`src/rob_pkg.sv`:
```
// ==================================================
// Shared widths, opcode enum and packed structs for
// the re-order buffer and register map
// ==================================================
package rob_pkg;

    // Operand, address, register index and tag widths
    localparam int DATA_W   = 32;
    localparam int ADDR_W   = 32;
    localparam int REG_W    = 5;
    localparam int NUM_REGS = 1 << REG_W;
    // Sized for the deepest ROB of 16 entries and smaller depths use the low bits
    localparam int TAG_W    = 4;

    typedef enum logic [1:0] {
        OP_ALU,
        OP_LOAD,
        OP_STORE,
        OP_BRANCH
    } rob_op_t;

    // New instruction from the dispatcher
    typedef struct packed {
        logic                   en;
        rob_op_t                op;
        logic [REG_W-1:0]       rdest;
        logic [1:0][REG_W-1:0]  rsrc;
        logic [ADDR_W-1:0]      iaddr;
        logic [ADDR_W-1:0]      addr;
        logic [DATA_W-1:0]      data;
        // Result is already known when the instruction is dispatched
        logic                   rdy;
    } dispatch_t;

    // Result broadcast from an execution unit
    typedef struct packed {
        logic                   en;
        logic [TAG_W-1:0]       tag;
        logic [DATA_W-1:0]      data;
        logic [ADDR_W-1:0]      addr;
        logic                   redirect;
    } cdb_t;

    // Resolved source operand
    typedef struct packed {
        logic                   rdy;
        logic [TAG_W-1:0]       tag;
        logic [DATA_W-1:0]      data;
    } operand_t;

    // Retirement into the architectural register map
    typedef struct packed {
        logic                   en;
        logic                   wr;
        logic [REG_W-1:0]       rdest;
        logic [DATA_W-1:0]      data;
    } commit_t;

    // One stored ROB entry
    typedef struct packed {
        logic                   rdy;
        logic                   redirect;
        rob_op_t                op;
        logic [ADDR_W-1:0]      iaddr;
        logic [ADDR_W-1:0]      addr;
        logic [DATA_W-1:0]      data;
        logic [REG_W-1:0]       rdest;
    } rob_entry_t;

    // Only ALU and load results go to a register
    function automatic logic op_writes_reg(rob_op_t op);
        return (op == OP_ALU) || (op == OP_LOAD);
    endfunction

endpackage

```
`src/reg_map.sv`:
```
// ==================================================
// Architectural register map with value, busy bit
// and rename tag per register
// ==================================================
module reg_map (
    input  logic                            clk,
    input  logic                            n_rst,
    input  logic [1:0][rob_pkg::REG_W-1:0]  rsrc,
    output rob_pkg::operand_t [1:0]         map_src,
    input  logic                            tag_we,
    input  logic [rob_pkg::REG_W-1:0]       tag_rdest,
    input  logic [rob_pkg::TAG_W-1:0]       tag,
    input  rob_pkg::commit_t                commit,
    input  logic [rob_pkg::TAG_W-1:0]       commit_tag,
    input  logic                            flush
);
    import rob_pkg::*;

    logic [DATA_W-1:0]   value [NUM_REGS];
    logic [TAG_W-1:0]    rtag  [NUM_REGS];
    logic [NUM_REGS-1:0] busy;
    logic                clear_busy;

    // Only the youngest producer of a register may release it
    // Any retiring op with a matching tag releases it so that stores and
    // branches never leave a register busy behind them
    assign clear_busy = commit.en && (rtag[commit.rdest] == commit_tag);

    // Retired values land here, including the one retiring with a redirect
    always_ff @(posedge clk or negedge n_rst) begin
        if (!n_rst) begin
            for (int r = 0; r < NUM_REGS; r++) begin
                value[r] <= '0;
            end
        end else if (commit.wr) begin
            value[commit.rdest] <= commit.data;
        end
    end

    always_ff @(posedge clk or negedge n_rst) begin
        if (!n_rst) begin
            busy <= '0;
            for (int r = 0; r < NUM_REGS; r++) begin
                rtag[r] <= '0;
            end
        end else if (flush) begin
            // Nothing is in flight after a redirect
            busy <= '0;
        end else begin
            if (clear_busy) begin
                busy[commit.rdest] <= 1'b0;
            end
            // A new rename overrides the clear when both hit one register
            if (tag_we) begin
                busy[tag_rdest] <= 1'b1;
                rtag[tag_rdest] <= tag;
            end
        end
    end

    // Lookups see the state before this cycle's own rename
    always_comb begin
        for (int i = 0; i < 2; i++) begin
            map_src[i].rdy  = !busy[rsrc[i]];
            map_src[i].tag  = rtag[rsrc[i]];
            map_src[i].data = value[rsrc[i]];
        end
    end

endmodule

```
`src/rob_ctrl.sv`:
```
// ==================================================
// ROB control with head and tail pointers, full and
// empty detection, retire and redirect decisions
// ==================================================
module rob_ctrl #(
    parameter int ROB_DEPTH = 8
) (
    input  logic                        clk,
    input  logic                        n_rst,
    input  logic                        dispatch_en,
    input  rob_pkg::rob_entry_t         head_entry,
    output logic                        stall,
    output logic                        dispatch_we,
    output logic [rob_pkg::TAG_W-1:0]   tail_idx,
    output logic [rob_pkg::TAG_W-1:0]   head_idx,
    output rob_pkg::commit_t            commit,
    output logic                        flush,
    output logic                        redirect,
    output logic [rob_pkg::ADDR_W-1:0]  redirect_addr
);
    import rob_pkg::*;

    localparam int IDX_W = $clog2(ROB_DEPTH);

    // Pointers carry one extra wrap bit so full and empty can be told apart
    logic [IDX_W:0] head_ptr;
    logic [IDX_W:0] tail_ptr;
    logic           full;
    logic           empty;
    logic           retire;

    assign empty = (tail_ptr == head_ptr);
    // Same slot but opposite wrap bits means the tail has lapped the head
    assign full  = (tail_ptr[IDX_W] != head_ptr[IDX_W]) &&
                   (tail_ptr[IDX_W-1:0] == head_ptr[IDX_W-1:0]);

    assign stall       = full;
    assign dispatch_we = dispatch_en && !full;

    // Tags are the slot index zero extended to the fixed tag width
    assign tail_idx = TAG_W'(tail_ptr[IDX_W-1:0]);
    assign head_idx = TAG_W'(head_ptr[IDX_W-1:0]);

    // The head retires as soon as its result is known
    assign retire = head_entry.rdy && !empty;

    always_comb begin
        commit.en    = retire;
        commit.wr    = retire && op_writes_reg(head_entry.op);
        commit.rdest = head_entry.rdest;
        commit.data  = head_entry.data;
    end

    // A retiring redirect sends fetch to the new address and drops all younger work
    assign redirect      = retire && head_entry.redirect;
    assign redirect_addr = head_entry.addr;
    assign flush         = redirect;

    always_ff @(posedge clk or negedge n_rst) begin
        if (!n_rst) begin
            tail_ptr <= '0;
        end else if (flush) begin
            tail_ptr <= '0;
        end else if (dispatch_we) begin
            tail_ptr <= tail_ptr + 1'b1;
        end
    end

    always_ff @(posedge clk or negedge n_rst) begin
        if (!n_rst) begin
            head_ptr <= '0;
        end else if (flush) begin
            head_ptr <= '0;
        end else if (retire) begin
            head_ptr <= head_ptr + 1'b1;
        end
    end

endmodule

```
`src/rob_entries.sv`:
```
// ==================================================
// ROB entry storage with dispatch and CDB write
// ports, a head read port and two lookup ports
// ==================================================
module rob_entries #(
    parameter int ROB_DEPTH = 8
) (
    input  logic                            clk,
    input  rob_pkg::dispatch_t              dispatch,
    input  logic                            dispatch_we,
    input  logic [rob_pkg::TAG_W-1:0]       tail_idx,
    input  rob_pkg::cdb_t                   cdb,
    input  logic [rob_pkg::TAG_W-1:0]       head_idx,
    output rob_pkg::rob_entry_t             head_entry,
    input  logic [1:0][rob_pkg::TAG_W-1:0]  look_tag,
    output rob_pkg::rob_entry_t [1:0]       look_entry
);
    import rob_pkg::*;

    localparam int IDX_W = $clog2(ROB_DEPTH);

    rob_entry_t entries [ROB_DEPTH];

    logic [IDX_W-1:0] wr_slot;
    logic [IDX_W-1:0] cdb_slot;

    // Only the low tag bits select a slot when the ROB is shallower than 16
    assign wr_slot  = tail_idx[IDX_W-1:0];
    assign cdb_slot = cdb.tag[IDX_W-1:0];

    // Dispatch writes a whole entry while the CDB fills in the result fields
    // of an older one, so a completion is never lost to a same-cycle dispatch
    always_ff @(posedge clk) begin
        if (dispatch_we) begin
            entries[wr_slot].rdy      <= dispatch.rdy;
            entries[wr_slot].redirect <= 1'b0;
            entries[wr_slot].op       <= dispatch.op;
            entries[wr_slot].iaddr    <= dispatch.iaddr;
            entries[wr_slot].addr     <= dispatch.addr;
            entries[wr_slot].data     <= dispatch.data;
            entries[wr_slot].rdest    <= dispatch.rdest;
        end
        if (cdb.en) begin
            entries[cdb_slot].rdy      <= 1'b1;
            entries[cdb_slot].redirect <= cdb.redirect;
            entries[cdb_slot].data     <= cdb.data;
            entries[cdb_slot].addr     <= cdb.addr;
        end
    end

    // Oldest entry for the retire decision
    assign head_entry = entries[head_idx[IDX_W-1:0]];

    // Producer entries named by the register map for the two sources
    always_comb begin
        for (int i = 0; i < 2; i++) begin
            look_entry[i] = entries[look_tag[i][IDX_W-1:0]];
        end
    end

endmodule

```
`src/rob_operand_fwd.sv`:
```
// ==================================================
// Source operand resolution from register map, CDB
// bypass or ROB entry
// ==================================================
module rob_operand_fwd (
    input  rob_pkg::cdb_t                   cdb,
    input  rob_pkg::operand_t [1:0]         map_src,
    input  rob_pkg::rob_entry_t [1:0]       look_entry,
    output logic [1:0][rob_pkg::TAG_W-1:0]  look_tag,
    output rob_pkg::operand_t [1:0]         src
);
    import rob_pkg::*;

    logic [1:0] cdb_hit;

    // A broadcast this cycle that matches the producer tag of a source
    always_comb begin
        for (int i = 0; i < 2; i++) begin
            cdb_hit[i] = cdb.en && (cdb.tag == map_src[i].tag);
        end
    end

    // Storage is always looked up with the tag held in the register map
    always_comb begin
        for (int i = 0; i < 2; i++) begin
            look_tag[i] = map_src[i].tag;
        end
    end

    // Committed register data has first say
    // Otherwise a same-cycle CDB result beats the stored entry, because the
    // entry only picks up that result at the end of this cycle
    // Otherwise the producer entry supplies its data and tells whether it is ready
    always_comb begin
        for (int i = 0; i < 2; i++) begin
            if (map_src[i].rdy) begin
                src[i] = map_src[i];
            end else if (cdb_hit[i]) begin
                src[i].rdy  = 1'b1;
                src[i].tag  = cdb.tag;
                src[i].data = cdb.data;
            end else begin
                src[i].rdy  = look_entry[i].rdy;
                src[i].tag  = map_src[i].tag;
                src[i].data = look_entry[i].data;
            end
        end
    end

endmodule

```
`src/rob_top.sv`:
```
// ==================================================
// ROB subsystem top level joining control, entry
// storage, operand forwarding and register map
// ==================================================
module rob_top #(
    parameter int ROB_DEPTH = 8
) (
    input  logic                        clk,
    input  logic                        n_rst,
    input  rob_pkg::dispatch_t          dispatch,
    input  rob_pkg::cdb_t               cdb,
    output logic                        stall,
    output logic [rob_pkg::TAG_W-1:0]   tag,
    output rob_pkg::operand_t [1:0]     src,
    output rob_pkg::commit_t            commit,
    output logic                        redirect,
    output logic [rob_pkg::ADDR_W-1:0]  redirect_addr
);
    import rob_pkg::*;

    logic                   dispatch_we;
    logic [TAG_W-1:0]       head_idx;
    logic                   flush;
    rob_entry_t             head_entry;
    logic [1:0][TAG_W-1:0]  look_tag;
    rob_entry_t [1:0]       look_entry;
    operand_t [1:0]         map_src;

    // The tail index doubles as the tag handed to the next dispatch
    rob_ctrl #(
        .ROB_DEPTH      (ROB_DEPTH)
    ) u_rob_ctrl (
        .clk            (clk),
        .n_rst          (n_rst),
        .dispatch_en    (dispatch.en),
        .head_entry     (head_entry),
        .stall          (stall),
        .dispatch_we    (dispatch_we),
        .tail_idx       (tag),
        .head_idx       (head_idx),
        .commit         (commit),
        .flush          (flush),
        .redirect       (redirect),
        .redirect_addr  (redirect_addr)
    );

    rob_entries #(
        .ROB_DEPTH      (ROB_DEPTH)
    ) u_rob_entries (
        .clk            (clk),
        .dispatch       (dispatch),
        .dispatch_we    (dispatch_we),
        .tail_idx       (tag),
        .cdb            (cdb),
        .head_idx       (head_idx),
        .head_entry     (head_entry),
        .look_tag       (look_tag),
        .look_entry     (look_entry)
    );

    rob_operand_fwd u_rob_operand_fwd (
        .cdb            (cdb),
        .map_src        (map_src),
        .look_entry     (look_entry),
        .look_tag       (look_tag),
        .src            (src)
    );

    // Renames follow accepted dispatches and releases follow retirement
    reg_map u_reg_map (
        .clk            (clk),
        .n_rst          (n_rst),
        .rsrc           (dispatch.rsrc),
        .map_src        (map_src),
        .tag_we         (dispatch_we),
        .tag_rdest      (dispatch.rdest),
        .tag            (tag),
        .commit         (commit),
        .commit_tag     (head_idx),
        .flush          (flush)
    );

endmodule

```
`config.mk`:
```
export PLATFORM = sky130hd
export DESIGN_NAME = rob_top
export DESIGN_NICKNAME = d
export VERILOG_FILES = /design/src/rob_pkg.sv /design/src/reg_map.sv /design/src/rob_ctrl.sv /design/src/rob_entries.sv /design/src/rob_operand_fwd.sv /design/src/rob_top.sv
export SDC_FILE = /design/constraint.sdc
export NUM_CORES = 2
export LEC_CHECK = 0
export BUFFER_PORTS_ARGS = -buffer_cell sky130_fd_sc_hd__buf_2
export CORE_MARGIN = 1.5
export CORE_UTILIZATION = 45
export CTS_BUF_LIST = sky130_fd_sc_hd__clkbuf_16
export CTS_CLUSTER_SIZE = 8
export DETAILED_ROUTE_END_ITERATION = 7
export GPL_TIMING_DRIVEN = 1
export PLACE_DENSITY = 0.71
export SYNTH_ARGS = -nofsm -noshare
export SYNTH_HDL_FRONTEND = slang
export SYNTH_SLANG_ARGS = --single-unit
```
`constraint.sdc`:
```
create_clock -name clk -period 3.81 [get_ports clk]
set_input_delay 0.1905 -clock clk [delete_from_list [all_inputs] [get_ports clk]]
set_output_delay 0.1905 -clock clk [all_outputs]
set_load 0.005 [all_outputs]
```
==> results.json <==
{
  "outcome": "complete, but fails checks",
  "violated_checks": "negative setup slack",
  "crit_buf_inv": 2,
  "critical_path_peak_fanout": 4,
  "max_slew.worst_pin.slew_ps": 1081,
  "finalHoldViolCount": 0,
  "avgViaCountPerCell": 6.634,
  "root_buffer": "sky130_fd_sc_hd__clkbuf_16",
  "relative_slew_slack": 0.2791,
  "cap_viol_max_count": 0,
  "dp_cells": 11056,
  "via_count": 77560,
  "nets": 8961,
  "syn-instance-count": 8400,
  "clkTransAtPathRegs_ps": 60,
  "worst-endpoint-arrival_ps": 4590,
  "post_synth_num_cell_types": 59,
  "critPathSlowestCell": "sky130_fd_sc_hd__o211ai_1",
  "min_period_over_period": 1.254,
  "initial_core_util": 0.4525,
  "holdWs_ps": 8.757,
  "most_common_cell_on_crit_path": "sky130_fd_sc_hd__mux4_2",
  "final.min_clock_period_ps": 4776,
  "critical_path_class": "flip-flop to output port",
  "timing.hold.worst.class": "input pin to asynchronous set/reset pin",
  "fmaxAchievable_mhz": 209.4,
  "area_growth_pct": 18.91,
  "timing.clock.skew_ps": 80.31,
  "async_reset_ff_frac": 0.6682,
  "route.final.wire_length_mm": 343.9,
  "grt_pass1_wl_mm": 503.6,
  "postSynthAreaPerCell_um2": 11.41,
  "max-vdd-ir-drop_v": 0.0008848,
  "postSynth.topFlopCell": "sky130_fd_sc_hd__dfrtp_1",
  "post_synth_main_area_contributors": "sky130_fd_sc_hd__dfrtp_1 (30%), sky130_fd_sc_hd__mux4_2 (22%), sky130_fd_sc_hd__edfxtp_1 (18%)",
  "synth_enable_flop_cells": 568,
  "dieWidth_um": 464.6,
  "p_leak_nw": 48.07,
  "cts_max_path_buffers": 3,
  "yosys.area.top_type_share": 0.3028,
  "finish.cell_count_without_fillers": 11691,
  "globalRoute.totalOverflow": 0,
  "ys_seq_elements": 1736,
  "grt_pass1_vias": 78158,
  "netlist_area_um2": 95870,
  "top_level_ports": 338,
  "coreArea_um2": 211900,
  "drtPass1Iterations": 7,
  "grtUsageTotal": 0.3130,
  "floorplan.die.height_um": 464.6,
  "die_area_um2": 215800,
  "setup_repair_after_global_routing_missed_its_margin": "yes",
  "final.setup.worst_slack_ps": -966.1,
  "yosysWarningCount": 0,
  "worst_skew_pair.late_latency_ps": 900,
  "synth_most_common_cell": "sky130_fd_sc_hd__nand2_1",
  "drtAntennaViolNets": 0,
  "critPathTopFamily": "multiplexers",
  "setup-violations-final": 66,
  "finalWeightedCongestion": 0.9605,
  "netlist.top_cell.by_area": "sky130_fd_sc_hd__dfrtp_1",
  "crit_path_launch_type": "flip-flop",
  "drc": 0,
  "worst_path_largest_cell_delay_ps": 850,
  "critPathRequiredTime_ps": 3620,
  "io_buffer_count": 301,
  "setup-tns-final_ps": -42560,
  "initialDrtViolationCount": 11259,
  "place_hpwl_mm": 207.5,
  "cts_tree": "yes",
  "num_rows": 169,
  "worstSetupEndpointType": "output port",
  "report.final.slew_viol_count": 0,
  "cts_sink_count": 1736,
  "ys_seq_area_frac": 0.4824,
  "worstPathCellList": "mux4_2 -> mux4_2 -> mux2i_4 -> buf_12 -> xnor2_4 -> or4_4 -> o211ai_1 -> o21ai_1 -> buf_4",
  "antenna_found_initial": 33,
  "drive_above_1_share": 0.2726,
  "cts_inserted_buffers": 237,
  "layout.core_utilization": 0.5380,
  "route.detailed.wl_per_inst_um": 29.42,
  "list_of_most_frequent_post_synthesis_cells": "sky130_fd_sc_hd__nand2_1 (1198), sky130_fd_sc_hd__dfrtp_1 (1160), sky130_fd_sc_hd__nor2_1 (1103), sky130_fd_sc_hd__a21oi_1 (1059), sky130_fd_sc_hd__mux4_2 (929)",
  "htreeDepth": 4,
  "p_per_area_nw_per_um2": 768.1,
  "overall_power_of_the_completed_layout_w": 0.08756,
  "grt_start_max_net_pins": 130
}
[through the flow]
| stage | cell area [um2] | setup slack, ps |
|---|---|---|
| 3_5_place_dp | 103200 | -42.69 |
| 3_3_place_gp | 103200 | -54.63 |
| 2_1_floorplan | 95900 | 482.4 |
| 5_1_grt | 114000 | -970.2 |
| 6_report | 114000 | -966.1 |
| 4_1_cts | 113200 | -666.5 |
[sequential cells by signal, summed over array words and instances, names as in the netlist]
register and cells:
u_reg_map.value 1024, u_rob_entries.entries 576, u_reg_map.rtag 96, u_reg_map.busy 32, u_rob_ctrl.head_ptr 4, u_rob_ctrl.tail_ptr 4
[cells in the final DEF, fill, tap and decap left out, drive strengths merged, types with 202 or more instances in the layout]
cell type,synthesis,final
clkbuf,635,244
o21ai,580,580
dfrtp,1160,1160
edfxtp,568,568
nand2,1198,1198
mux2i,404,404
buf,280,835
a21oi,1059,1059
dlygate4sd3,0,202
mux4,929,929
nor2,1110,1110
[logic make-up (layout without fill, tap and decap cells)]
logic type,Yosys count,count (layout),synth area share
adders and majority gates,2,2,0.0002610
buffers and inverters,971,1415,0.04161
other,1,26,0.00003911
DFF,1736,1736,0.4824
AOI/OAI and AO/OA,1755,1755,0.09742
muxes,1467,1467,0.2770
and+or+nand+nor,2453,2454,0.09997
xor gates and xnor gates,15,15,0.001370
[final timing paths]
path / slack (ps) / depth (start not counted) / startpoint / end
hold reg to reg: 510 / 2 / u_rob_entries.entries[7][104] / u_rob_entries.entries[7][104]
setup reg to reg: 60 / 9 / u_rob_ctrl.head_ptr[1] / u_rob_entries.entries[4][13]
max in group asynchronous: 2600 / 3 / n_rst / u_reg_map.value[58]
hold / removal: 9 / 2 / n_rst / u_reg_map.value[233]
setup / recovery: -970 / 9 / u_reg_map.rtag[68] / src[0]
min in group clk: 130 / 2 / dispatch[113] / u_rob_entries.entries[6][102]
[layer usage]
metal / GRT usage / vias to the layer above / share of wire
li1: - / 31373 / -
met1: 0.3947 / 38788 / 0.34
met2: 0.4720 / 6056 / 0.45
met3: 0.08666 / 1319 / 0.13
met4: 0.2103 / 24 / 0.075
met5: 0 / - / 0.00045
[where the power goes]
part / switching (W) / internal (W) / leakage (nW) / total, W
Sequential: 0.00405 / 0.0250 / 20.6 / 0.0291
Combinational: 0.0216 / 0.0176 / 24.1 / 0.0392
Clock: 0.00820 / 0.0111 / 3.39 / 0.0193
[repair_timing]
item | in CTS | in global routing
hold buffers | 202 | 0
endpoints found under the setup margin | 125 | 112
gates cloned | 15 | 7
pin swaps | 16 | 32
setup buffers | 44 | 46
endpoints found under the hold margin | 652 | 0
resized for setup | 155 | 97
[area by class of cell]
cell class	instances	area, um2
Fill cell	17049	97880
Multi-Input combinational cell	5696	47020
Sequential cell	1736	46260
Timing Repair Buffer	1045	10390
Clock buffer	238	5956
Tap cell	2821	3530
Clock inverter	76	578.1
Inverter	56	211.5
Antenna cell	23	57.56
(Power assumes the default switching activity.)
